## src/hw/stk_pkg.sv

```systemverilog
package stk_pkg;

    localparam int DATA_W = 8; // One stack or memory word.
    localparam int ADDR_W = 8; // Data memory address.
    localparam int OPC_W  = 4;

    // Codes not listed here execute as a one-cycle no-op.
    typedef enum logic [OPC_W-1:0] {
        OP_PUSHC = 4'd0,
        OP_PUSHM = 4'd1,
        OP_POPM  = 4'd2,
        OP_ADD   = 4'd4,
        OP_SUB   = 4'd5, // Second minus top.
        OP_AND   = 4'd6,
        OP_OR    = 4'd7,
        OP_JMP   = 4'd8,
        OP_JZ    = 4'd9, // Tests top without popping.
        OP_HALT  = 4'd15
    } opcode_t;

    // The operand is an address or a constant depending on the opcode.
    typedef struct packed {
        opcode_t             opc;
        logic [DATA_W-1:0]   operand;
    } instr_t;

    typedef struct packed {
        logic                push;
        logic                pop;
        logic [DATA_W-1:0]   data;
    } stk_req_t;

    typedef struct packed {
        logic                rd_en;
        logic                wr_en;
        logic [ADDR_W-1:0]   addr;
        logic [DATA_W-1:0]   wdata;
    } mem_req_t;

endpackage

```

## src/hw/push_pop_unit.sv

```systemverilog
`timescale 1ns/1ps

module push_pop_unit (
    input  logic                         clk,
    input  logic                         rstn,
    input  logic                         en,
    input  stk_pkg::opcode_t             opc,
    input  logic [stk_pkg::DATA_W-1:0]   operand,
    input  logic [stk_pkg::DATA_W-1:0]   stk_top,
    input  logic [stk_pkg::DATA_W-1:0]   mem_rd_data,
    output stk_pkg::stk_req_t            stk_req,
    output stk_pkg::mem_req_t            mem_req,
    output logic                         fin
);
    import stk_pkg::*;

    typedef enum logic [2:0] {
        PP_IDLE   = 3'b000,
        PP_LOAD   = 3'b001,
        PP_PUSH   = 3'b010,
        PP_PUSH_D = 3'b011,
        PP_POP    = 3'b100,
        PP_POP_D  = 3'b101,
        PP_STORE  = 3'b110
    } pp_state_t;

    pp_state_t           state;
    opcode_t             opc_q;
    logic [DATA_W-1:0]   arg_q;   // Constant for PUSHC, address for POPM.

    // Outputs are registered and take effect in the state being entered.
    always_ff @(posedge clk or negedge rstn) begin
        if (!rstn) begin
            state   <= PP_IDLE;
            opc_q   <= OP_PUSHC;
            arg_q   <= '0;
            stk_req <= '0;
            mem_req <= '0;
            fin     <= 1'b0;
        end else begin
            // Requests last one cycle unless set again below.
            stk_req       <= '0;
            mem_req.rd_en <= 1'b0;
            mem_req.wr_en <= 1'b0;
            fin           <= 1'b0;

            case (state)
                PP_IDLE: begin
                    if (en) begin
                        opc_q <= opc;
                        arg_q <= operand;
                        case (opc)
                            OP_PUSHC: state <= PP_PUSH;
                            OP_PUSHM: begin
                                mem_req.rd_en <= 1'b1;
                                mem_req.addr  <= operand;
                                state         <= PP_LOAD;
                            end
                            OP_POPM: begin
                                // Grab the top before the pop moves the pointer.
                                mem_req.wdata <= stk_top;
                                stk_req.pop   <= 1'b1;
                                state         <= PP_POP;
                            end
                            default: state <= PP_IDLE;
                        endcase
                    end
                end
                PP_LOAD: state <= PP_PUSH; // RAM latches the read here.
                PP_PUSH: begin
                    stk_req.data <= (opc_q == OP_PUSHM) ? mem_rd_data : arg_q;
                    stk_req.push <= 1'b1;
                    fin          <= 1'b1;
                    state        <= PP_PUSH_D;
                end
                PP_PUSH_D: state <= PP_IDLE;
                PP_POP: state <= PP_POP_D;
                PP_POP_D: begin
                    mem_req.wr_en <= 1'b1;
                    mem_req.addr  <= arg_q;
                    fin           <= 1'b1;
                    state         <= PP_STORE;
                end
                PP_STORE: state <= PP_IDLE;
                default: state <= PP_IDLE;
            endcase
        end
    end

endmodule

```

## src/hw/stack_alu_unit.sv

```systemverilog
`timescale 1ns/1ps

module stack_alu_unit (
    input  logic                         clk,
    input  logic                         rstn,
    input  logic                         en,
    input  stk_pkg::opcode_t             opc,
    input  logic [stk_pkg::DATA_W-1:0]   stk_top,
    input  logic [stk_pkg::DATA_W-1:0]   stk_second,
    output stk_pkg::stk_req_t            stk_req,
    output logic                         fin
);
    import stk_pkg::*;

    typedef enum logic [1:0] {A_IDLE, A_POP1, A_POP2, A_PUSH} alu_state_t;

    alu_state_t          state;
    opcode_t             op_q;
    logic [DATA_W-1:0]   lhs_q;   // Second from top.
    logic [DATA_W-1:0]   rhs_q;   // Top.
    logic [DATA_W-1:0]   result;

    always_comb begin
        case (op_q)
            OP_ADD:  result = lhs_q + rhs_q; // Wraps at the word width.
            OP_SUB:  result = lhs_q - rhs_q;
            OP_AND:  result = lhs_q & rhs_q;
            OP_OR:   result = lhs_q | rhs_q;
            default: result = '0;
        endcase
    end

    always_ff @(posedge clk or negedge rstn) begin
        if (!rstn) begin
            state   <= A_IDLE;
            op_q    <= OP_ADD;
            lhs_q   <= '0;
            rhs_q   <= '0;
            stk_req <= '0;
            fin     <= 1'b0;
        end else begin
            stk_req <= '0;
            fin     <= 1'b0;
            case (state)
                A_IDLE: begin
                    if (en) begin
                        op_q        <= opc;
                        lhs_q       <= stk_second;
                        rhs_q       <= stk_top;
                        stk_req.pop <= 1'b1;
                        state       <= A_POP1;
                    end
                end
                A_POP1: begin
                    stk_req.pop <= 1'b1;
                    state       <= A_POP2;
                end
                A_POP2: begin
                    stk_req.data <= result;
                    stk_req.push <= 1'b1;
                    fin          <= 1'b1;
                    state        <= A_PUSH;
                end
                default: state <= A_IDLE; // A_PUSH returns to idle.
            endcase
        end
    end

endmodule

```

## src/hw/lifo_stack.sv

```systemverilog
`timescale 1ns/1ps

module lifo_stack #(
    parameter int STACK_DEPTH = 8
) (
    input  logic                                 clk,
    input  logic                                 rstn,
    input  stk_pkg::stk_req_t                    req,
    output logic [stk_pkg::DATA_W-1:0]           top,
    output logic [stk_pkg::DATA_W-1:0]           second,
    output logic [$clog2(STACK_DEPTH+1)-1:0]     depth,
    output logic                                 error
);
    import stk_pkg::*;

    localparam int IDX_W = $clog2(STACK_DEPTH);
    localparam int CNT_W = $clog2(STACK_DEPTH + 1);

    logic [DATA_W-1:0]   mem [STACK_DEPTH];
    logic [CNT_W-1:0]    sp;      // Number of valid entries.
    logic [CNT_W-1:0]    sp_m1;
    logic [CNT_W-1:0]    sp_m2;
    logic                full;
    logic                empty;

    assign full  = (sp == CNT_W'(STACK_DEPTH));
    assign empty = (sp == '0);
    assign sp_m1 = sp - 1'b1;
    assign sp_m2 = sp - 2'd2;

    // Missing entries read as zero.
    assign top    = empty ? '0 : mem[sp_m1[IDX_W-1:0]];
    assign second = (sp > CNT_W'(1)) ? mem[sp_m2[IDX_W-1:0]] : '0;
    assign depth  = sp;

    always_ff @(posedge clk or negedge rstn) begin
        if (!rstn) begin
            sp    <= '0;
            error <= 1'b0;
        end else if (req.push) begin
            if (full)
                error <= 1'b1; // Overflow, push dropped.
            else
                sp <= sp + 1'b1;
        end else if (req.pop) begin
            if (empty)
                error <= 1'b1; // Underflow.
            else
                sp <= sp_m1;
        end
    end

    always_ff @(posedge clk) begin
        if (req.push && !full)
            mem[sp[IDX_W-1:0]] <= req.data;
    end

endmodule

```

## src/hw/data_ram.sv

```systemverilog
`timescale 1ns/1ps

module data_ram #(
    parameter int MEM_DEPTH = 256
) (
    input  logic                         clk,
    input  stk_pkg::mem_req_t            core_req,
    input  stk_pkg::mem_req_t            host_req,
    input  logic                         host_sel,
    output logic [stk_pkg::DATA_W-1:0]   rd_data
);
    import stk_pkg::*;

    logic [DATA_W-1:0]   mem [MEM_DEPTH];
    mem_req_t            req;

    // One port, owned by the host while the core is idle.
    assign req = host_sel ? host_req : core_req;

    always_ff @(posedge clk) begin
        if (req.wr_en)
            mem[req.addr] <= req.wdata;
        if (req.rd_en)
            rd_data <= mem[req.addr]; // Valid the cycle after rd_en.
    end

endmodule

```

## src/hw/program_sequencer.sv

```systemverilog
`timescale 1ns/1ps

module program_sequencer #(
    parameter int PROG_DEPTH = 64
) (
    input  logic                             clk,
    input  logic                             rstn,
    input  logic                             prog_we,
    input  logic [$clog2(PROG_DEPTH)-1:0]    prog_addr,
    input  stk_pkg::instr_t                  prog_data,
    input  logic                             start,
    input  logic [stk_pkg::DATA_W-1:0]       stk_top,
    input  logic                             stk_error,
    output logic                             pp_en,
    output logic                             alu_en,
    output stk_pkg::opcode_t                 opc,
    output logic [stk_pkg::DATA_W-1:0]       operand,
    input  stk_pkg::stk_req_t                pp_stk_req,
    input  stk_pkg::stk_req_t                alu_stk_req,
    output stk_pkg::stk_req_t                stk_req,
    input  logic                             pp_fin,
    input  logic                             alu_fin,
    output logic                             busy,
    output logic                             halted
);
    import stk_pkg::*;

    localparam int PC_W = $clog2(PROG_DEPTH);

    typedef enum logic [1:0] {SQ_IDLE, SQ_DECODE, SQ_WAIT} sq_state_t;

    instr_t              prog_mem [PROG_DEPTH];
    sq_state_t           state;
    logic [PC_W-1:0]     pc;
    logic [PC_W-1:0]     pc_inc;
    instr_t              instr;
    logic                is_pp;
    logic                is_alu;
    logic                alu_sel;   // Unit that owns the stack port.

    always_ff @(posedge clk) begin
        if (prog_we && !busy)
            prog_mem[prog_addr] <= prog_data;
    end

    // Fetch is combinational and only visible during decode.
    assign instr   = (state == SQ_DECODE) ? prog_mem[pc] : '0;
    assign opc     = instr.opc;
    assign operand = instr.operand;

    assign is_pp  = opc inside {OP_PUSHC, OP_PUSHM, OP_POPM};
    assign is_alu = opc inside {OP_ADD, OP_SUB, OP_AND, OP_OR};
    assign pp_en  = (state == SQ_DECODE) && !stk_error && is_pp;
    assign alu_en = (state == SQ_DECODE) && !stk_error && is_alu;

    assign pc_inc  = (pc == PC_W'(PROG_DEPTH - 1)) ? '0 : pc + 1'b1;
    assign stk_req = alu_sel ? alu_stk_req : pp_stk_req;

    always_ff @(posedge clk or negedge rstn) begin
        if (!rstn) begin
            state   <= SQ_IDLE;
            pc      <= '0;
            busy    <= 1'b0;
            halted  <= 1'b0;
            alu_sel <= 1'b0;
        end else begin
            case (state)
                SQ_IDLE: begin
                    if (start) begin
                        pc     <= '0;
                        halted <= 1'b0;
                        busy   <= 1'b1;
                        state  <= SQ_DECODE;
                    end
                end
                SQ_DECODE: begin
                    if (stk_error) begin
                        busy   <= 1'b0;
                        halted <= 1'b1;
                        state  <= SQ_IDLE;
                    end else if (is_pp || is_alu) begin
                        alu_sel <= is_alu;
                        state   <= SQ_WAIT;
                    end else begin
                        case (opc)
                            OP_JMP: pc <= operand[PC_W-1:0];
                            OP_JZ:  pc <= (stk_top == '0) ? operand[PC_W-1:0] : pc_inc;
                            OP_HALT: begin
                                busy   <= 1'b0;
                                halted <= 1'b1;
                                state  <= SQ_IDLE;
                            end
                            default: pc <= pc_inc;
                        endcase
                    end
                end
                SQ_WAIT: begin
                    if (pp_fin || alu_fin) begin
                        pc <= pc_inc;
                        // An error seen here stops before the next fetch.
                        if (stk_error) begin
                            busy   <= 1'b0;
                            halted <= 1'b1;
                            state  <= SQ_IDLE;
                        end else begin
                            state <= SQ_DECODE;
                        end
                    end
                end
                default: state <= SQ_IDLE;
            endcase
        end
    end

endmodule

```

## src/hw/stack_cpu_top.sv

```systemverilog
`timescale 1ns/1ps

module stack_cpu_top #(
    parameter int STACK_DEPTH = 8,
    parameter int PROG_DEPTH  = 64,
    parameter int MEM_DEPTH   = 256
) (
    input  logic                             clk,
    input  logic                             rstn,
    input  logic                             prog_we,
    input  logic [$clog2(PROG_DEPTH)-1:0]    prog_addr,
    input  stk_pkg::instr_t                  prog_data,
    input  stk_pkg::mem_req_t                host_req,
    output logic [stk_pkg::DATA_W-1:0]       host_rd_data,
    input  logic                             start,
    output logic                             busy,
    output logic                             halted,
    output logic                             stack_error
);
    import stk_pkg::*;

    logic                                pp_en;
    logic                                alu_en;
    logic                                pp_fin;
    logic                                alu_fin;
    opcode_t                             opc;
    logic [DATA_W-1:0]                   operand;
    logic [DATA_W-1:0]                   stk_top;
    logic [DATA_W-1:0]                   stk_second;
    stk_req_t                            pp_stk_req;
    stk_req_t                            alu_stk_req;
    stk_req_t                            stk_req;
    mem_req_t                            core_mem_req;

    program_sequencer #(.PROG_DEPTH(PROG_DEPTH)) program_sequencer_inst (
        .clk(clk), .rstn(rstn),
        .prog_we(prog_we), .prog_addr(prog_addr), .prog_data(prog_data),
        .start(start), .stk_top(stk_top), .stk_error(stack_error),
        .pp_en(pp_en), .alu_en(alu_en), .opc(opc), .operand(operand),
        .pp_stk_req(pp_stk_req), .alu_stk_req(alu_stk_req), .stk_req(stk_req),
        .pp_fin(pp_fin), .alu_fin(alu_fin), .busy(busy), .halted(halted)
    );

    push_pop_unit push_pop_unit_inst (
        .clk(clk), .rstn(rstn), .en(pp_en), .opc(opc), .operand(operand),
        .stk_top(stk_top), .mem_rd_data(host_rd_data),
        .stk_req(pp_stk_req), .mem_req(core_mem_req), .fin(pp_fin)
    );

    stack_alu_unit stack_alu_unit_inst (
        .clk(clk), .rstn(rstn), .en(alu_en), .opc(opc),
        .stk_top(stk_top), .stk_second(stk_second),
        .stk_req(alu_stk_req), .fin(alu_fin)
    );

    lifo_stack #(.STACK_DEPTH(STACK_DEPTH)) lifo_stack_inst (
        .clk(clk), .rstn(rstn), .req(stk_req),
        .top(stk_top), .second(stk_second), .depth(), .error(stack_error)
    );

    // Host owns the memory whenever the core is not running.
    data_ram #(.MEM_DEPTH(MEM_DEPTH)) data_ram_inst (
        .clk(clk), .core_req(core_mem_req), .host_req(host_req),
        .host_sel(!busy), .rd_data(host_rd_data)
    );

endmodule

```

## config.mk

```make
export PLATFORM = sky130hd
export DESIGN_NAME = stack_cpu_top
export DESIGN_NICKNAME = d
export VERILOG_FILES = /design/src/hw/stk_pkg.sv /design/src/hw/push_pop_unit.sv /design/src/hw/stack_alu_unit.sv /design/src/hw/lifo_stack.sv /design/src/hw/data_ram.sv /design/src/hw/program_sequencer.sv /design/src/hw/stack_cpu_top.sv
export SDC_FILE = /design/constraint.sdc
export NUM_CORES = 2
export LEC_CHECK = 0
export BUFFER_PORTS_ARGS = -buffer_cell sky130_fd_sc_hd__buf_2
export CORE_MARGIN = 2
export CORE_UTILIZATION = 55
export DETAILED_ROUTE_END_ITERATION = 12
export PLACE_DENSITY_LB_ADDON = 0.05
export SYNTH_ARGS = -nofsm -noshare
export SYNTH_HDL_FRONTEND = slang
export SYNTH_SLANG_ARGS = --single-unit
```

## constraint.sdc

```tcl
create_clock -name clk -period 7.8 [get_ports clk]
set_input_delay 2.34 -clock clk [delete_from_list [all_inputs] [get_ports clk]]
set_output_delay 2.34 -clock clk [all_outputs]
set_load 0.02 [all_outputs]
```

; Word-level counts from Yosys, hierarchy flattened
; Memory sizes are Yosys's and may differ from the RTL's. A register that Yosys moved wholly into a read port is not among the register bits.
; Cells that the tools add are included.
[word_totals]
ff_bits = 92
latch_bits = 0
ramBits = 2880
rom_bits = 0
input_bits = 40
memories = 3
[mem_list]
columns = name, words, width, rd, rd_clocked_by_memory_dff, wr, line
row1 = data_ram_inst.mem, 256, 8, 1, 1, 1, data_ram.sv:14  ; logic [DATA_W-1:0] mem [MEM_DEPTH];
row2 = program_sequencer_inst.prog_mem, 64, 12, 1, 0, 1, program_sequencer.sv:32  ; instr_t prog_mem [PROG_DEPTH];
row3 = lifo_stack_inst.mem, 8, 8, 2, 0, 1, lifo_stack.sv:19  ; logic [DATA_W-1:0] mem [STACK_DEPTH];
[op_classes]
add_sub_neg = 6
multipliers = 0
div = 0
magnitude_cmp = 1
eq_ne = 39
shift = 0
n_mux = 73
bitwise_logic = 3
reduce_logical = 33
[op_table]
columns = operator, count
row1 = $mux 8, 7
row2 = $mux 6, 6
row3 = $pmux 6 s3, 2
row4 = $mux 1, 34
row5 = $eq 4x3->1 const B, 8
row6 = $pmux 8 s4, 1
row7 = $mux 18, 1
row8 = $ne 2x2->1 const B, 9
row9 = $reduce_and 3->1, 6
row10 = $eq 4x4->1 const B, 4
row11 = $mux 16, 1
row12 = $mux 4, 4
row13 = $pmux 8 s2, 1
row14 = $pmux 3 s5, 1
row15 = $mux 12, 1
row16 = $mux 2, 6
row17 = $pmux 2 s3, 2
row18 = $reduce_and 6->1, 2
row19 = $mux 10, 1
row20 = $pmux 3 s3, 1
row21 = $add 8x8->8, 1
row22 = $and 8x8->8, 1
row23 = $eq 4x1->1 const B, 2
row24 = $logic_not 4->1, 2
row25 = other kinds (32), 51

; Longest topological paths before layout
; An unclocked memory read counts as a cell.
[depth]
depth_word = 9
ltp_mapped = 16

; Hierarchy
; From an unflattened synthesis, not the netlist that was laid out.
[unflattened]
cells_unflattened = 6017
area_unflattened_um2 = 117560.2
[by_module_without_submodules]
columns = mod, n_inst, cells_per_inst, area_each_um2, seq_area_each_um2
row1 = data_ram, 1, 4048, 79468.7, 61739.2
row2 = program_sequencer, 1, 1438, 30875.9, 23337.4
row3 = lifo_stack, 1, 230, 3613.5, 2047.0
row4 = stack_alu_unit, 1, 167, 1833.0, 802.0
row5 = push_pop_unit, 1, 133, 1765.4, 1101.1
row6 = stack_cpu_top, 1, 1, 3.8, 0.0

; Worst setup path before layout
; No wires, ideal clock.
[synth_path]
path_kind = input -> register
from = input port host_req[8] (netlist bit)
to = register data_ram_inst.rd_data[4] (netlist bit), read port of data_ram_inst.mem, data pin
arrival_time_ns = 4.714
required_time_ns = 7.531
slack_ns = 2.817
stages = 11
path_buffers = 5
path_cell_list = mux2_2 -> buf_4 -> buf_4 -> buf_4 -> buf_2 -> buf_2 -> mux4_2 -> mux2i_1 -> a211oi_1 -> nor4_1 -> nand3_1
[synth_via]
elab_chain_len = 1
[synth_rtl]
columns = item, line
row1 = start: declaration, stack_cpu_top.sv:13  ; input stk_pkg::mem_req_t host_req,
row2 = $mux 18, data_ram.sv:18  ; assign req = host_sel ? host_req : core_req;
row3 = end: declaration, data_ram.sv:10  ; output logic [stk_pkg::DATA_W-1:0] rd_data
; Every way passes these cells.
; A chain may end at the register's enable or synchronous reset.

; Worst setup path in the final report
[layout_path]
from = input port host_req[8] (netlist bit)
to = register data_ram_inst.rd_data[0] (netlist bit), read port of data_ram_inst.mem, data pin
; Same word-level chain as after synthesis.

==> results.toml <==
[critical_path]
critical_path_arrival_ps = 6250
critPathSlowestCell = "sky130_fd_sc_hd__nor4_1"
worstPathMaxFanout = 53
r2r_setup_slack_ps = 2460
critPathBufInv = 3
setup.worst_path.end_class = "flip-flop"
critPathMaxStageDelay_ps = 1130
crit_path_frequent_cell = "sky130_fd_sc_hd__buf_12"
cp_cell_sequence = "buf_2 -> mux2_8 -> buf_12 -> buf_12 -> mux4_2 -> nand2_1 -> and3_1 -> a211oi_1 -> nor4_1 -> o2111ai_1"
critical_path_class = "input port to flip-flop"
cp-start-kind = "input port"
worstPathRequired_ps = 8390
critical_path.top_delay_family = "simple AND/OR/NAND/NOR gates"

[pwr]
power.density_cell_area_mw_per_mm2 = 241
finalPower_mw = 31.7
ir_worst_vdd_v = 0.000252
power.leakage_nw = 41.2

[grt]
grt_first_pass_wirelength_mm = 434
grt_start_max_net_pins = 153
grt.total_usage_pct = 27.7
grt_antenna_before_repair = 8
grt_pass1_vias = 60000
globalRoute.totalOverflow = 0

[yosys]
netlist.area_leader.share_pct = 73.6
synth_cell_type_count = 74
synth_edf_count = 2888
postSynthRegisterBits = 2980
yosys_top_cell_by_area = "sky130_fd_sc_hd__edfxtp_1"
synth-warning-count = 0
synth_fp_nets = 6148
synth_area_per_cell_sq_um = 19.4
ys_top_cells_by_area = "sky130_fd_sc_hd__edfxtp_1 74%, sky130_fd_sc_hd__mux4_2 13%, sky130_fd_sc_hd__mux2i_1 2.1%"
synthesis.area_sq_mm = 0.118
dominantRegCellSynth = "sky130_fd_sc_hd__edfxtp_1"
syn_inst = 6082
postSynth.asyncResetShare_pct = 3.09
ys_seq_area_share_pct = 75.6

[die]
num_io_pins = 51
die_y_um = 467
num_rows = 169
fp.dieArea_sq_mm = 0.218
initial_core_utilization_pct = 55.4
placeableCoreArea_sq_mm = 0.213
dieWidth_um = 467

[routing]
total_via_count_in_the_routed_design = 60000
drt_first_iter_violations = 7202
detail_route.drc_violations = 0
drt.antenna.violating_nets = 0
finalWirelength_mm = 299
wl_per_cell_um = 32.0
vias_per_cell = 6.42
first_pass_iters = 6

[timing]
grt_setup_unrepaired = "false"
timing.final.setup_violations = 0
post-route-period-util_pct = 72.6
maxSlewHeadroom_pct = 9.06
timing.final.hold_violations = 0
max_slew.worst_pin.slew_ps = 1350
timing.setup.tns_ps = 0
maxSlewViolCount = 0
fin_crit_ps = 5660
final.setup_skew_ps = 47.8
achievable-frequency_mhz = 177

[clock_network]
clkSlewWorstSetupHoldPaths_ps = 60
clk-insertion-delay-late_ps = 950
cts-root-buf = "sky130_fd_sc_hd__clkbuf_16"
tritoncts = "done"
cts_max_level = 5
postcts_setup_bufs = 0
number_of_buffers_added_by_the_clock_tree_synthesis_step = 318
cts.path.max_buffers = 4
cts.sink_count = 2980
post_cts.resized_instances = 0
cts_hold_buffers = 0

[final_layout]
final_cells = 9340
fill_cells = 15000
fraction_of_final_layout_cells_with_drive_strength_greater_than_1_pct = 21.7
net_count_of_the_finished_layout = 6353
syn_to_final_growth_pct = 11.9

[place]
dpl.cell_count = 8788
place.gp.congestion = 0.860
dpl.hpwl_mm = 178
port_buffers = 50

[status]
outcome = "completed"

[run]
maxCapViolCount = 0

[min_path]
worst_hold_path_type = "flip-flop to flip-flop"
-- layout by cell type (no fill, tap or decap), drive strengths merged, types with 18 or more instances in the layout --
cell / count
a211oi: 70
a21oi: 91
a22oi: 20
a311oi: 34
a31oi: 28
and3: 108
buf: 247
bufinv: 20
clkbuf: 398
clkinv: 111
dfrtp: 91
edfxtp: 2888
ha: 25
inv: 35
mux2: 61
mux2i: 245
mux4: 656
nand2: 556
nand3: 54
nor2: 388
nor3: 30
o21ai: 48
o221ai: 70
o22ai: 42
o31ai: 18
-- per-stage QoR --
step           util (%)  instance area [sq um]  setup WS, ps  hold slack, ps
2_1_floorplan         -                 118000          2820             453
3_3_place_gp       57.5                 122000          1150             474
3_5_place_dp       57.5                 122000          1170             484
4_1_cts            62.0                 132000          2150             506
5_1_grt            62.0                 132000          2090             529
6_report           62.0                 132000          2140             503
-- cell families (layout without fill, tap and decap cells) --
| group | Yosys count | count (layout) | synth area share [%] |
|---|---|---|---|
| compound gates | 476 | 476 | 2.83 |
| xor+xnor | 20 | 20 | 0.149 |
| simple gates | 1221 | 1221 | 4.44 |
| mux | 962 | 962 | 15.2 |
| other cells | 0 | 7 | 0 |
| fa+ha+maj | 31 | 31 | 0.325 |
| flops | 2980 | 2980 | 75.6 |
| buf+inv | 392 | 822 | 1.46 |
-- where the power goes --
part	internal, mW	leakage [nW]	switching [mW]	total [mW]
clock	8.28	4.69	5.98	14.3
combinational	0.0128	8.87	0.0919	0.105
sequential	17.4	27.6	0	17.4
-- path summary, 6_finish.rpt --
path	depth (start not counted)	from	end
worst max register to register	11	program_sequencer_inst.pc[1]$_DFFE_PN0P_	push_pop_unit_inst.mem_req[1]$_DFFE_PN0P_
worst max-delay path	10	host_req[8]	data_ram_inst.rd_data[0]$_DFFE_PP_
max in group asynchronous	2	rstn	stack_alu_unit_inst.stk_req[1]$_DFF_PN0_
worst min-delay path	1	stack_alu_unit_inst.op_q[2]$_DFFE_PN1P_	stack_alu_unit_inst.op_q[2]$_DFFE_PN1P_
min in group asynchronous	1	rstn	program_sequencer_inst.halted$_DFFE_PN0P_
worst min register to register	1	stack_alu_unit_inst.op_q[2]$_DFFE_PN1P_	stack_alu_unit_inst.op_q[2]$_DFFE_PN1P_
-- synth_stat cells (34+ instances only) --
cell type and count:
sky130_fd_sc_hd__a211oi_1 70, sky130_fd_sc_hd__a21oi_1 91, sky130_fd_sc_hd__a311oi_1 34, sky130_fd_sc_hd__and3_1 108
sky130_fd_sc_hd__buf_1 39, sky130_fd_sc_hd__buf_2 82, sky130_fd_sc_hd__clkbuf_1 208, sky130_fd_sc_hd__dfrtp_1 91
sky130_fd_sc_hd__edfxtp_1 2888, sky130_fd_sc_hd__mux2_2 61, sky130_fd_sc_hd__mux2i_1 245, sky130_fd_sc_hd__mux4_2 656
sky130_fd_sc_hd__nand2_1 555, sky130_fd_sc_hd__nand3_1 54, sky130_fd_sc_hd__nor2_1 388, sky130_fd_sc_hd__o21ai_0 47
sky130_fd_sc_hd__o221ai_1 70, sky130_fd_sc_hd__o22ai_1 42
-- metal layers --
metal  track usage [%]  wire (um)  vias to the layer above
met3              5.06      22100                      480
met1              39.5     122000                    32000
met4              9.38      10300                        2
li1                  -          -                    25100
met2              43.6     145000                     2401
met5                 0         13                        -
-- final cells by class --
type                    count  area (sq um)  share of cell area (%)
repair buffers            247          2070                    1.57
multi-input cells        2710         27300                    20.7
clock buffers             398          8440                    6.40
clock inverters           147          1210                   0.917
flip-flops and latches   2980         89000                    67.6
diodes                      7          17.5                  0.0133
well taps                2821          3530                    2.68
inverters                  30           118                  0.0893
-- worst register-to-register path, delay by kind of cell (launching register included) --
family / cells / cell delay (ps)
and+or+nand+nor: 4 / 1910
AOI/OAI and AO/OA: 4 / 1200
DFF: 1 / 960
buffers and inverters: 2 / 820
muxes: 1 / 300
-- registers in the layout, indices dropped and copies added, names as in the netlist, 2 cells and up --
signal / flops
stack_alu_unit_inst.stk_req: 10
push_pop_unit_inst.arg_q: 8
stack_alu_unit_inst.rhs_q: 8
data_ram_inst.mem: 2048
lifo_stack_inst.depth: 4
program_sequencer_inst.state: 2
stack_alu_unit_inst.lhs_q: 8
lifo_stack_inst.mem: 64
push_pop_unit_inst.state: 3
push_pop_unit_inst.opc_q: 4
program_sequencer_inst.prog_mem: 768
stack_alu_unit_inst.op_q: 4
data_ram_inst.rd_data: 8
push_pop_unit_inst.stk_req: 10
program_sequencer_inst.pc: 6
stack_alu_unit_inst.state: 2
push_pop_unit_inst.mem_req: 18
Note: power is estimated with default switching activity, not from simulation.
